## config.mk

```make
export PLATFORM = sky130hd
export DESIGN_NAME = interconnect_top
export DESIGN_NICKNAME = d
export VERILOG_FILES = /design/src/logic/interconnect_pkg.sv /design/src/logic/msg_router.sv /design/src/logic/msg_arbiter.sv /design/src/logic/blocking_xbar.sv /design/src/logic/interconnect_top.sv
export VERILOG_INCLUDE_DIRS = /design/src /design/src/logic
export SDC_FILE = /design/constraint.sdc
export NUM_CORES = 1
export LEC_CHECK = 0
export BUFFER_PORTS_ARGS = -buffer_cell sky130_fd_sc_hd__buf_2
export CAP_MARGIN = 20
export CORE_AREA = 2 2 87 152
export DETAILED_ROUTE_END_ITERATION = 8
export DIE_AREA = 0 0 89 154
export GPL_ROUTABILITY_DRIVEN = 0
export GPL_TIMING_DRIVEN = 0
export SLEW_MARGIN = 30
export SYNTH_ARGS = -nofsm -noshare
export SYNTH_HDL_FRONTEND = slang
export SYNTH_SLANG_ARGS = --single-unit
```

## constraint.sdc

```tcl
create_clock -name clk -period 5.2 [get_ports clk]
set_clock_uncertainty 0.2 [all_clocks]
set_input_delay 0.52 -clock clk [delete_from_list [all_inputs] [get_ports clk]]
set_output_delay 0.52 -clock clk [all_outputs]
set_load 0.1 [all_outputs]
```

## src/logic/interconnect_defines.svh

```systemverilog
`ifndef INTERCONNECT_DEFINES_SVH
`define INTERCONNECT_DEFINES_SVH

// ====================
// message format
// ====================

`define ADDR_BITS 4
`define DATA_BITS 16

// router fan-out and arbiter fan-in
`define NUM_PORTS 16
`define XBAR_PORTS 2

// ====================
// address map
// ====================

`define ADDR_XBAR_IN0 0
`define ADDR_XBAR_CTRL 1
`define ADDR_XBAR_IN1 2
`define ADDR_LOOPBACK 9

`endif

```

## src/logic/interconnect_pkg.sv

```systemverilog
`include "interconnect_defines.svh"

package interconnect_pkg;

  // routing address, also used as the arbiter tag
  typedef logic [`ADDR_BITS-1:0] addr_t;

  // payload
  typedef logic [`DATA_BITS-1:0] data_t;

  // address on top, payload below
  typedef logic [`ADDR_BITS+`DATA_BITS-1:0] packet_t;

  // crossbar setting
  // bit 1 picks the input, bit 0 picks the output
  typedef logic [1:0] xbar_ctrl_t;

  // router or arbiter port number
  typedef logic [$clog2(`NUM_PORTS)-1:0] port_idx_t;

endpackage

```

## src/logic/msg_router.sv

```systemverilog
`include "interconnect_defines.svh"

module msg_router
  import interconnect_pkg::*;
(
  input  logic                  clk,
  input  logic                  rst_n_i,

  // address-routed input stream
  input  packet_t               in_msg_i,
  input  logic                  in_val_i,
  output logic                  in_rdy_o,

  // one stream per destination, address stripped
  output data_t                 out_msg_o [`NUM_PORTS],
  output logic [`NUM_PORTS-1:0] out_val_o,
  input  logic [`NUM_PORTS-1:0] out_rdy_i
);

  packet_t buf_q;
  logic    full_q;
  addr_t   buf_addr;
  data_t   buf_data;
  logic    taken;
  logic    in_acc;

  assign buf_addr = buf_q[`DATA_BITS +: `ADDR_BITS];
  assign buf_data = buf_q[`DATA_BITS-1:0];

  // destination port takes the held packet
  assign taken = full_q && out_rdy_i[buf_addr];

  // free slot, or the slot drains on this same edge
  assign in_rdy_o = !full_q || taken;
  assign in_acc   = in_val_i && in_rdy_o;

  // ====================
  // output steering
  // ====================

  always_comb begin
    for (int i = 0; i < `NUM_PORTS; i++) begin
      out_msg_o[i] = buf_data;
      out_val_o[i] = full_q && (buf_addr == addr_t'(i));
    end
  end

  // ====================
  // one-entry buffer
  // ====================

  always_ff @(posedge clk) begin
    if (!rst_n_i) begin
      full_q <= 1'b0;
    end else if (in_acc) begin
      full_q <= 1'b1;
    end else if (taken) begin
      full_q <= 1'b0;
    end
  end

  always_ff @(posedge clk) begin
    if (in_acc) begin
      buf_q <= in_msg_i;
    end
  end

  // a packet is only ever offered to the port its address names
  a_one_dest: assert property (
    @(posedge clk) disable iff (!rst_n_i)
    $onehot0(out_val_o)
  );

endmodule

```

## src/logic/msg_arbiter.sv

```systemverilog
`include "interconnect_defines.svh"

module msg_arbiter
  import interconnect_pkg::*;
(
  input  logic                  clk,
  input  logic                  rst_n_i,

  // return streams, one per port
  input  data_t                 in_msg_i [`NUM_PORTS],
  input  logic [`NUM_PORTS-1:0] in_val_i,
  output logic [`NUM_PORTS-1:0] in_rdy_o,

  // merged stream, tagged with the source port
  output packet_t               out_msg_o,
  output logic                  out_val_o,
  input  logic                  out_rdy_i
);

  packet_t   out_msg_q;
  logic      out_val_q;
  port_idx_t last_q;
  port_idx_t grant_idx;
  logic      grant_vld;
  logic      can_load;
  logic      load;

  // ====================
  // round-robin pick
  // ====================

  // search begins one past the last granted port
  always_comb begin
    port_idx_t cand;
    grant_vld = 1'b0;
    grant_idx = last_q;
    for (int off = 1; off <= `NUM_PORTS; off++) begin
      cand = port_idx_t'(int'(last_q) + off);
      if (!grant_vld && in_val_i[cand]) begin
        grant_vld = 1'b1;
        grant_idx = cand;
      end
    end
  end

  // output register empty or emptied this edge
  assign can_load = !out_val_q || out_rdy_i;
  assign load     = can_load && grant_vld;

  always_comb begin
    in_rdy_o = '0;
    if (load) begin
      in_rdy_o[grant_idx] = 1'b1;
    end
  end

  // ====================
  // output register
  // ====================

  always_ff @(posedge clk) begin
    if (!rst_n_i) begin
      out_val_q <= 1'b0;
      last_q    <= port_idx_t'(`NUM_PORTS - 1);
    end else if (load) begin
      out_val_q <= 1'b1;
      last_q    <= grant_idx;
    end else if (out_rdy_i) begin
      out_val_q <= 1'b0;
    end
  end

  // tag goes where the router address was
  always_ff @(posedge clk) begin
    if (load) begin
      out_msg_q <= {addr_t'(grant_idx), in_msg_i[grant_idx]};
    end
  end

  assign out_msg_o = out_msg_q;
  assign out_val_o = out_val_q;

  // a stalled message is held unchanged until it is taken
  a_hold_stalled: assert property (
    @(posedge clk) disable iff (!rst_n_i)
    out_val_o && !out_rdy_i |=> out_val_o && $stable(out_msg_o)
  );

endmodule

```

## src/logic/blocking_xbar.sv

```systemverilog
module blocking_xbar
  import interconnect_pkg::*;
(
  input  logic       clk,
  input  logic       rst_n_i,

  // two inject streams
  input  data_t      in_msg_i [2],
  input  logic [1:0] in_val_i,
  output logic [1:0] in_rdy_o,

  // two return streams
  output data_t      out_msg_o [2],
  output logic [1:0] out_val_o,
  input  logic [1:0] out_rdy_i,

  // setting stream
  input  xbar_ctrl_t ctrl_msg_i,
  input  logic       ctrl_val_i,
  output logic       ctrl_rdy_o
);

  xbar_ctrl_t ctrl_q;
  logic       sel_in;
  logic       sel_out;

  assign sel_in  = ctrl_q[1];
  assign sel_out = ctrl_q[0];

  // ====================
  // datapath
  // ====================

  // one input to one output, the other pair stays blocked
  always_comb begin
    for (int i = 0; i < 2; i++) begin
      out_msg_o[i] = in_msg_i[sel_in];
      out_val_o[i] = (1'(i) == sel_out) && in_val_i[sel_in];
      in_rdy_o[i]  = (1'(i) == sel_in) && out_rdy_i[sel_out];
    end
  end

  // ====================
  // setting register
  // ====================

  // never stalls a setting
  assign ctrl_rdy_o = 1'b1;

  // new setting applies after the accepting edge
  always_ff @(posedge clk) begin
    if (!rst_n_i) begin
      ctrl_q <= '0;
    end else if (ctrl_val_i && ctrl_rdy_o) begin
      ctrl_q <= ctrl_msg_i;
    end
  end

  // the blocked output stays quiet whatever the inputs do
  a_blocked_quiet: assert property (
    @(posedge clk) disable iff (!rst_n_i)
    !out_val_o[~sel_out]
  );

endmodule

```

## src/logic/interconnect_top.sv

```systemverilog
`include "interconnect_defines.svh"

module interconnect_top
  import interconnect_pkg::*;
(
  input  logic    clk,
  input  logic    rst_n_i,

  input  packet_t recv_msg_i,
  input  logic    recv_val_i,
  output logic    recv_rdy_o,

  output packet_t send_msg_o,
  output logic    send_val_o,
  input  logic    send_rdy_i
);

  data_t                 router_msg [`NUM_PORTS];
  logic [`NUM_PORTS-1:0] router_val;
  logic [`NUM_PORTS-1:0] router_rdy;

  data_t                 arb_msg [`NUM_PORTS];
  logic [`NUM_PORTS-1:0] arb_val;
  logic [`NUM_PORTS-1:0] arb_rdy;

  data_t                  xbar_in_msg [`XBAR_PORTS];
  logic [`XBAR_PORTS-1:0] xbar_in_val;
  logic [`XBAR_PORTS-1:0] xbar_in_rdy;
  data_t                  xbar_out_msg [`XBAR_PORTS];
  logic [`XBAR_PORTS-1:0] xbar_out_val;
  logic [`XBAR_PORTS-1:0] xbar_out_rdy;
  xbar_ctrl_t             xbar_ctrl_msg;
  logic                   xbar_ctrl_rdy;

  msg_router router0 (
    .clk       (clk),
    .rst_n_i   (rst_n_i),
    .in_msg_i  (recv_msg_i),
    .in_val_i  (recv_val_i),
    .in_rdy_o  (recv_rdy_o),
    .out_msg_o (router_msg),
    .out_val_o (router_val),
    .out_rdy_i (router_rdy)
  );

  // ====================
  // address map
  // ====================

  assign xbar_in_msg[0] = router_msg[`ADDR_XBAR_IN0];
  assign xbar_in_msg[1] = router_msg[`ADDR_XBAR_IN1];
  assign xbar_in_val    = {router_val[`ADDR_XBAR_IN1], router_val[`ADDR_XBAR_IN0]};

  // only the low data bits carry the setting
  assign xbar_ctrl_msg = router_msg[`ADDR_XBAR_CTRL][$bits(xbar_ctrl_t)-1:0];

  // unmapped router ports never accept, so a stray message stalls input
  always_comb begin
    router_rdy                  = '0;
    router_rdy[`ADDR_XBAR_IN0]  = xbar_in_rdy[0];
    router_rdy[`ADDR_XBAR_CTRL] = xbar_ctrl_rdy;
    router_rdy[`ADDR_XBAR_IN1]  = xbar_in_rdy[1];
    router_rdy[`ADDR_LOOPBACK]  = arb_rdy[`ADDR_LOOPBACK];
  end

  // return ports mirror the inject addresses
  always_comb begin
    for (int i = 0; i < `NUM_PORTS; i++) begin
      arb_msg[i] = '0;
    end
    arb_val                    = '0;
    arb_msg[`ADDR_XBAR_IN0]    = xbar_out_msg[0];
    arb_val[`ADDR_XBAR_IN0]    = xbar_out_val[0];
    arb_msg[`ADDR_XBAR_IN1]    = xbar_out_msg[1];
    arb_val[`ADDR_XBAR_IN1]    = xbar_out_val[1];
    // loopback
    arb_msg[`ADDR_LOOPBACK]    = router_msg[`ADDR_LOOPBACK];
    arb_val[`ADDR_LOOPBACK]    = router_val[`ADDR_LOOPBACK];
  end

  assign xbar_out_rdy = {arb_rdy[`ADDR_XBAR_IN1], arb_rdy[`ADDR_XBAR_IN0]};

  blocking_xbar xbar0 (
    .clk        (clk),
    .rst_n_i    (rst_n_i),
    .in_msg_i   (xbar_in_msg),
    .in_val_i   (xbar_in_val),
    .in_rdy_o   (xbar_in_rdy),
    .out_msg_o  (xbar_out_msg),
    .out_val_o  (xbar_out_val),
    .out_rdy_i  (xbar_out_rdy),
    .ctrl_msg_i (xbar_ctrl_msg),
    .ctrl_val_i (router_val[`ADDR_XBAR_CTRL]),
    .ctrl_rdy_o (xbar_ctrl_rdy)
  );

  msg_arbiter arbiter0 (
    .clk       (clk),
    .rst_n_i   (rst_n_i),
    .in_msg_i  (arb_msg),
    .in_val_i  (arb_val),
    .in_rdy_o  (arb_rdy),
    .out_msg_o (send_msg_o),
    .out_val_o (send_val_o),
    .out_rdy_i (send_rdy_i)
  );

endmodule

```

**After elaboration in Yosys (flattened, before gate mapping)**

Cells that the tools add are included.

- Register bits after elaboration: 48
- Bits in latches: 0
- Bits in writable memories: 0
- Memory bits (read-only): 0
- Bits of input ports: 24
- Output and inout bits: 22
- Word-level logic and storage cells: 183
- Memories kept: 0

- Add/subtract/negate cells: 16
- Multiply operators: 0
- Div/mod/pow operators: 0
- $lt $le $gt $ge: 23
- Equal/unequal tests: 3
- Shifts and indexed selects: 0
- Mux-type cells: 82
- Bitwise gates (word level): 4
- Reductions and logical operators: 49

Operators by type and width:

| kind | number |
|---|---|
| $lt A4 B5 Y1 const B | 18 |
| $bmux W1 S4 | 17 |
| $bmux W16 S4 | 1 |
| $mux W16 | 4 |
| $mux W4 | 16 |
| $mux W1 | 42 |
| $add A4 B4 Y4 const B | 8 |
| $logic_and A1 B1 Y1 | 27 |
| $logic_not A1 Y1 | 17 |
| $add A4 B3 Y4 const B | 4 |
| $mux W10 | 1 |
| $add A4 B1 Y4 const B | 2 |
| $add A4 B2 Y4 const B | 2 |
| $ge A5 B5 Y1 const B | 1 |
| $not A4 Y5 | 1 |
| $demux W1 S4 | 1 |
| $eq A4 B1 Y1 const B | 1 |
| $eq A4 B2 Y1 const B | 1 |
| $eq A4 B4 Y1 const B | 1 |
| $ge A4 B1 Y1 const B | 1 |
| $logic_not A4 Y1 | 1 |
| $lt A1 B2 Y1 const B | 2 |
| $reduce_bool A2 Y1 | 2 |
| $ge A2 B2 Y1 const B | 1 |
| other kinds (3) | 5 |

**Logic depth before layout (Yosys ltp)**

- Word-level depth: 67
- Depth in mapped cells: 15
- Mapped depth without buffers: 11

**Modules after synthesis**

A second synthesis with hierarchy kept.

- Cell total of the unflattened synthesis: 952
- Area total of the unflattened synthesis: 8946.1 um^2

By module, submodules not included:

| module | times used | cells an instance | area an instance (um^2) | seq. area each (um^2) |
|---|---|---|---|---|
| msg_arbiter | 1 | 578 | 5625.4 | 700.7 |
| msg_router | 1 | 325 | 2870.3 | 620.6 |
| blocking_xbar | 1 | 48 | 446.7 | 40.0 |
| interconnect_top | 1 | 1 | 3.8 | 0.0 |

**Least setup slack after synthesis**

OpenSTA, ideal clock, no wires.

- Path type: reg-to-reg
- Start: register router0.buf_q[19]
- End: register router0.buf_q[0] (enable)
- Library setup time: 0.378 ns
- Arrival: 5.144 ns
- Required time: 4.622 ns
- Path slack: -0.522 ns
- Cell stages (with the launch flop): 11
- Buffers on the path: 3
- Clock period less this slack: 5.722 ns
- Cell sequence: edfxtp_1 buf_6 or4b_1 clkbuf_2 or2_0 clkbuf_2 a21o_1 inv_1 a31oi_1 o21ai_0 and2_1

- Elaborated cells on any way between the ends: 120
- Classes of those cells: order compare (2); eq/ne (2); mux (73); reduce/logical (43)

RTL lines:

| what | RTL line | RTL |
|---|---|---|
| start: declaration | msg_router.sv:20 | `packet_t buf_q;` |
| start signal: assignment | msg_router.sv:64 | `buf_q <= in_msg_i;` |
| $eq A4 B2 Y1 / $logic_not A4 Y1 (equally long branches) | msg_router.sv:44 | `out_val_o[i] = full_q && (buf_addr == addr_t'(i));` |
| $logic_and A1 B1 Y1 | msg_router.sv:44 |  |
| $mux W1 (implied by the code) (2 in a row) | blocking_xbar.sv:38 | `out_val_o[i] = (1'(i) == sel_out) && in_val_i[sel_in];` |
| $logic_and A1 B1 Y1 | blocking_xbar.sv:38 |  |
| $bmux W1 S4 | msg_arbiter.sv:39 | `if (!grant_vld && in_val_i[cand]) begin` |
| $mux W1 (implied by the code) | msg_arbiter.sv:39 |  |
| $mux W1 | msg_arbiter.sv:39 |  |
| $logic_not A1 Y1 | msg_arbiter.sv:39 |  |
| [... 45 more ...] | -- |  |
| named net arbiter0.load | msg_arbiter.sv:26 | `logic load;` |
| [... 3 more ...] | -- |  |
| $logic_and A1 B1 Y1 | blocking_xbar.sv:39 | `in_rdy_o[i] = (1'(i) == sel_in) && out_rdy_i[sel_out];` |
| $bmux W1 S4 * | msg_router.sv:31 | `assign taken = full_q && out_rdy_i[buf_addr];` |
| $mux W1 (implied by the code) * | msg_router.sv:31 |  |
| $logic_and A1 B1 Y1 * | msg_router.sv:31 |  |
| $logic_or A1 B1 Y1 * | msg_router.sv:34 | `assign in_rdy_o = !full_q \|\| taken;` |
| named net recv_rdy_o | interconnect_top.sv:11 | `output logic recv_rdy_o,` |
| $logic_and A1 B1 Y1 * | msg_router.sv:35 | `assign in_acc = in_val_i && in_rdy_o;` |
| named net router0.in_acc | msg_router.sv:25 | `logic in_acc;` |

The timed path passes the listed nets; every way through them passes the cells marked *. The select of a mux whose other input is x is not followed.
A chain may end at the register's enable or synchronous reset.

**Worst setup path after layout**

- Start: register arbiter0.last_q[1]
- End: register arbiter0.out_msg_q[7] (netlist: arbiter0.out_msg_o[7]) (data pin)

- Longest elaborated chain between the ends: 53
- Elaborated cells on any way between the ends: 113
- Classes of those cells: add/sub (16); mux (66); bitwise (1); reduce/logical (30)

Ends and longest elaborated chain:

| what | RTL line | RTL |
|---|---|---|
| start: declaration | msg_arbiter.sv:22 | `port_idx_t last_q;` |
| start signal: assignment | msg_arbiter.sv:64 | `` last_q <= port_idx_t'(`NUM_PORTS - 1); `` |
| start signal: assignment | msg_arbiter.sv:67 | `last_q <= grant_idx;` |
| $add A4 B1 Y4 | msg_arbiter.sv:38 | `cand = port_idx_t'(int'(last_q) + off);` |
| $bmux W1 S4 | msg_arbiter.sv:39 |  |
| $mux W1 (implied by the code) | msg_arbiter.sv:39 |  |
| $mux W1 | msg_arbiter.sv:39 |  |
| $logic_not A1 Y1 | msg_arbiter.sv:39 |  |
| $logic_and A1 B1 Y1 | msg_arbiter.sv:39 |  |
| $mux W1 | msg_arbiter.sv:39 |  |
| $logic_not A1 Y1 | msg_arbiter.sv:39 |  |
| [... 36 more ...] | -- |  |
| $logic_and A1 B1 Y1 | msg_arbiter.sv:39 |  |
| $mux W1 | msg_arbiter.sv:39 |  |
| $logic_not A1 Y1 | msg_arbiter.sv:39 |  |
| $logic_and A1 B1 Y1 | msg_arbiter.sv:39 |  |
| $mux W4 * | msg_arbiter.sv:39 |  |
| $not A4 Y5 (implied by the code) * | msg_arbiter.sv:76 | `out_msg_q <= {addr_t'(grant_idx), in_msg_i[grant_idx]};` |
| $bmux W16 S4 * | msg_arbiter.sv:76 |  |
| $mux W16 (implied by the code) * (2 in a row) | msg_arbiter.sv:76 |  |
| end signal: assignment | msg_arbiter.sv:76 |  |
| end: declaration | msg_arbiter.sv:20 | `packet_t out_msg_q;` |

Mark *: on every way between the ends. The rest lies on a longest branch, timed or not. The select of a mux whose other input is x is not followed.

==> out/results.tsv <==
metric	value	unit
TritonCTS Buffers	5	
vias in the first global route	2940	
Layout Cells excl Fill	554	
initial drt markers	230	
setup_tns	0	ns
first-pass GRT wire length	14320	um
Worst setup SP type	flop	
Core ar.	12430	um^2
Die W	89	um
period utilisation layout	0.9851	
Clock Sinks	48	
die area	13710	um^2
post-synthesis async set-or-reset flop share	0	
register area	1361	um^2
CP most frequent cell	nor3_1	
dpl cells	546	
ANT nets after route	0	
Syn Inst Count	333	
main combinational cell family by area after synthesis	simple AND/OR/NAND/NOR gates	
Reg power frac	0.471	
Syn Area/Cell	9.153	um^2
crit path DAT	4.96	ns
Hold Vio Cnt, Final	0	
DRC	0	
Post-CTS Setup Bufs	0	
PortBufs	45	
number of synthesized flops with an enable pin	40	
via count	2922	
routed length per instance	15.70	um
Cell Area, Synth	3048	um^2
Worst Hold End	router0.buf_q[17]	
critical path peak fanout	10	
CTS tree	yes	
cts repair resizes	0	
Via-to-Cell Ratio	5.274	
class of the worst hold path	input port to flop	
worst stage delay on the critical path	0.59	ns
Final Util	0.2941	
yosys warns	0	
reg2reg start	arbiter0.last_q[1]	
hold buffers post-CTS	0	
Seq/Total Area, Yosys	0.4466	
DRT Wirelength	8699	um
Setup Viol. Count Final	0	
Slew HR	0.3793	
Hold Path Depth	1	
Layout area overhead	19.95	%
Slowest cell on crit path	xnor2_1	
gr ovfl total	0	
Max Cap Viol	0	
clock slew at reported path FFs	0.07	ns
xor and xnor fraction of the mapped netlist area	0.02874	
post-synthesis mux area share	0.009852	
WS Path Type	flop to flop	
H-tree depth	2	
Least-Margin Pin Slew	0.9190	ns
GRT Total Usage	0.1338	
Initial Util	0.2452	
CP required	5.03	ns
Post-Synth Simple-Gate Area	0.2332	
Lkg Pwr	1.253	nW
Hold Startpoint	recv_msg_i[17]	
HPWL Detailed	6744	um
RSZ-0062 raised after global routing	no	
crit path cell chain	clkbuf_1 > inv_1 > ha_1 > xnor2_1 > nor4_1 > a32oi_1 > o21ai_0 > nor3_1 > nor3_1 > or4_1 > nand3_1 > buf_2 > o22ai_1	
io pins	46	
clock root buffer	clkbuf_16	
drt first pass iters	5	
chip height	154	um
Worst R2R End	arbiter0.out_msg_o[7]	
clock power share	0.391	
R2R setup slack	0.08	ns
post-layout min period	5.122	ns
Post-synth top flop	edfxtp_1	
post-synthesis compound-gate area fraction	0.2053	
PwrDens	256.0	nW/um^2
Post-Synth Adder-Cell Area	0.02874	
Net Sw Frac	0.2564	
combinational share of power	0.138	
Longest Clk Path Bufs	2	
initial antenna violation count	0	
# fillers	1318	
Multi-input gate area	1541	um^2
share of cells above drive strength 1	0.1762	
largest net degree at the start of global routing	25	
number of nets in the layout	416	
cells on worst reg2reg path	13	
CP endpoint kind	flop	
IR drop worst, VDD	0.0001666	V
status	completed	
# diodes	0	
# rows	54	
Syn Nets	364	
clk_lat worst skew	0.29	ns
Distinct cells, synth	56	
Power Internal	0.0006961	W
Seq cells post-synth	48	
NetSw	0.0002400	W
Max Slew Vio Count	0	
f_max	195.2	MHz
[critical path, delay by kind of cell (launching register included)]
family          cells  cell delay, ns
simple gates        5            1.46
buf+inv             3            1.03
compound gates      3            0.72
xor+xnor            1            0.59
flops               1            0.48
fa+ha+maj           1            0.39
[cell type report]
cell class / count / share of cell area
plain buffers: 20 / 0.02943
clock buffers: 5 / 0.03422
clock inverters: 3 / 0.01300
inverters: 10 / 0.01027
multi-input cells: 255 / 0.4216
flip-flops and latches: 48 / 0.3723
well taps: 168 / 0.05749
repair buffers: 45 / 0.06160
[cells in the mapped netlist, drive strengths merged (2+ instances only)]
cell	number	area share
a211oi	6	0.016
a21boi	6	0.015
a21o	5	0.012
a21oi	9	0.015
a31oi	6	0.012
a32oi	4	0.011
and2	2	0.0041
and3	3	0.0062
buf	7	0.018
clkbuf	13	0.017
clkinv	3	0.0037
dfxtp	8	0.053
edfxtp	40	0.39
ha	7	0.029
inv	7	0.0086
mux2i	3	0.0099
nand2	54	0.067
nand2b	7	0.014
nand3	15	0.025
nand3b	3	0.0074
nand4	6	0.012
nor2	15	0.018
nor2b	2	0.0041
nor3	15	0.026
nor4	8	0.016
o211ai	4	0.0099
o21a	4	0.0099
o21ai	19	0.031
o22ai	17	0.035
o31ai	3	0.0074
or2	4	0.0082
or3	2	0.0041
or4	2	0.0049
xnor2	6	0.017
xor2	4	0.011
[worst max-delay path by stage]
stage	from	endpoint	slack [ns]	depth (start not counted)
final	arbiter0.last_q[1]	arbiter0.out_msg_o[7]	0.08	13
after floorplan	router0.buf_q[19]	router0.buf_q[0]	0.31	10
after detailed placement	arbiter0.last_q[1]	arbiter0.out_msg_o[7]	0.42	13
after global placement	arbiter0.last_q[1]	arbiter0.out_msg_o[13]	0.40	13
after global routing	arbiter0.last_q[1]	arbiter0.out_msg_o[7]	0.07	13
after CTS	arbiter0.last_q[1]	arbiter0.out_msg_o[7]	0.39	13
[cells in the final DEF (no fill, tap or decap), drive strengths merged, types with 9 or more instances in the layout]
| cell type | count |
|---|---|
| o22ai | 17 |
| buf | 52 |
| nand2 | 54 |
| nand3 | 15 |
| nor2 | 15 |
| nor3 | 15 |
| a21oi | 9 |
| o21ai | 19 |
| edfxtp | 40 |
| clkbuf | 18 |
[stage by stage]
stage,hold WS (ns),power [W],instance area (um^2),setup WS [ns]
floorplan,0.2916,0.0005408,3048,0.3053
global placement,0.3187,0.0005748,3483,0.3997
detailed placement,0.3283,0.0005760,3483,0.4173
CTS,0.1974,0.0009416,3656,0.3929
global route,0.2016,0.0009719,3656,0.07424
finish,0.2038,0.0009361,3656,0.07754
[power groups by stage]
| stage | Combinational [W] | Clock (W) | Sequential [W] |
|---|---|---|---|
| after floorplan | 0.0000688 | 0 | 0.000472 |
| after global routing | 0.000139 | 0.000390 | 0.000443 |
| after global placement | 0.000126 | 0 | 0.000449 |
| after CTS | 0.000127 | 0.000374 | 0.000441 |
| final | 0.000129 | 0.000366 | 0.000441 |
| after detailed placement | 0.000127 | 0 | 0.000449 |
[sequential cells by signal, indices dropped and copies added, names as in the netlist]
| signal | flops |
|---|---|
| router0.buf_q | 20 |
| xbar0.ctrl_q | 2 |
| arbiter0.out_val_o | 1 |
| arbiter0.last_q | 4 |
| router0.full_q | 1 |
| arbiter0.out_msg_o | 20 |
[per-layer routing]
metal	vias up	routed length, um	global-route usage
li1	1364	-	-
met1	1327	2930	0.1372
met2	180	4438	0.2214
met3	51	593	0.01986
met4	0	737	0.1265
met5	-	0	0
[kinds of logic after synthesis]
logic type      count (synthesis)
mux                             3
compound gates                 92
buf+inv                        30
simple gates                  143
xor+xnor                       10
fa+ha+maj                       7
flops                          48
(Power assumes the default switching activity.)
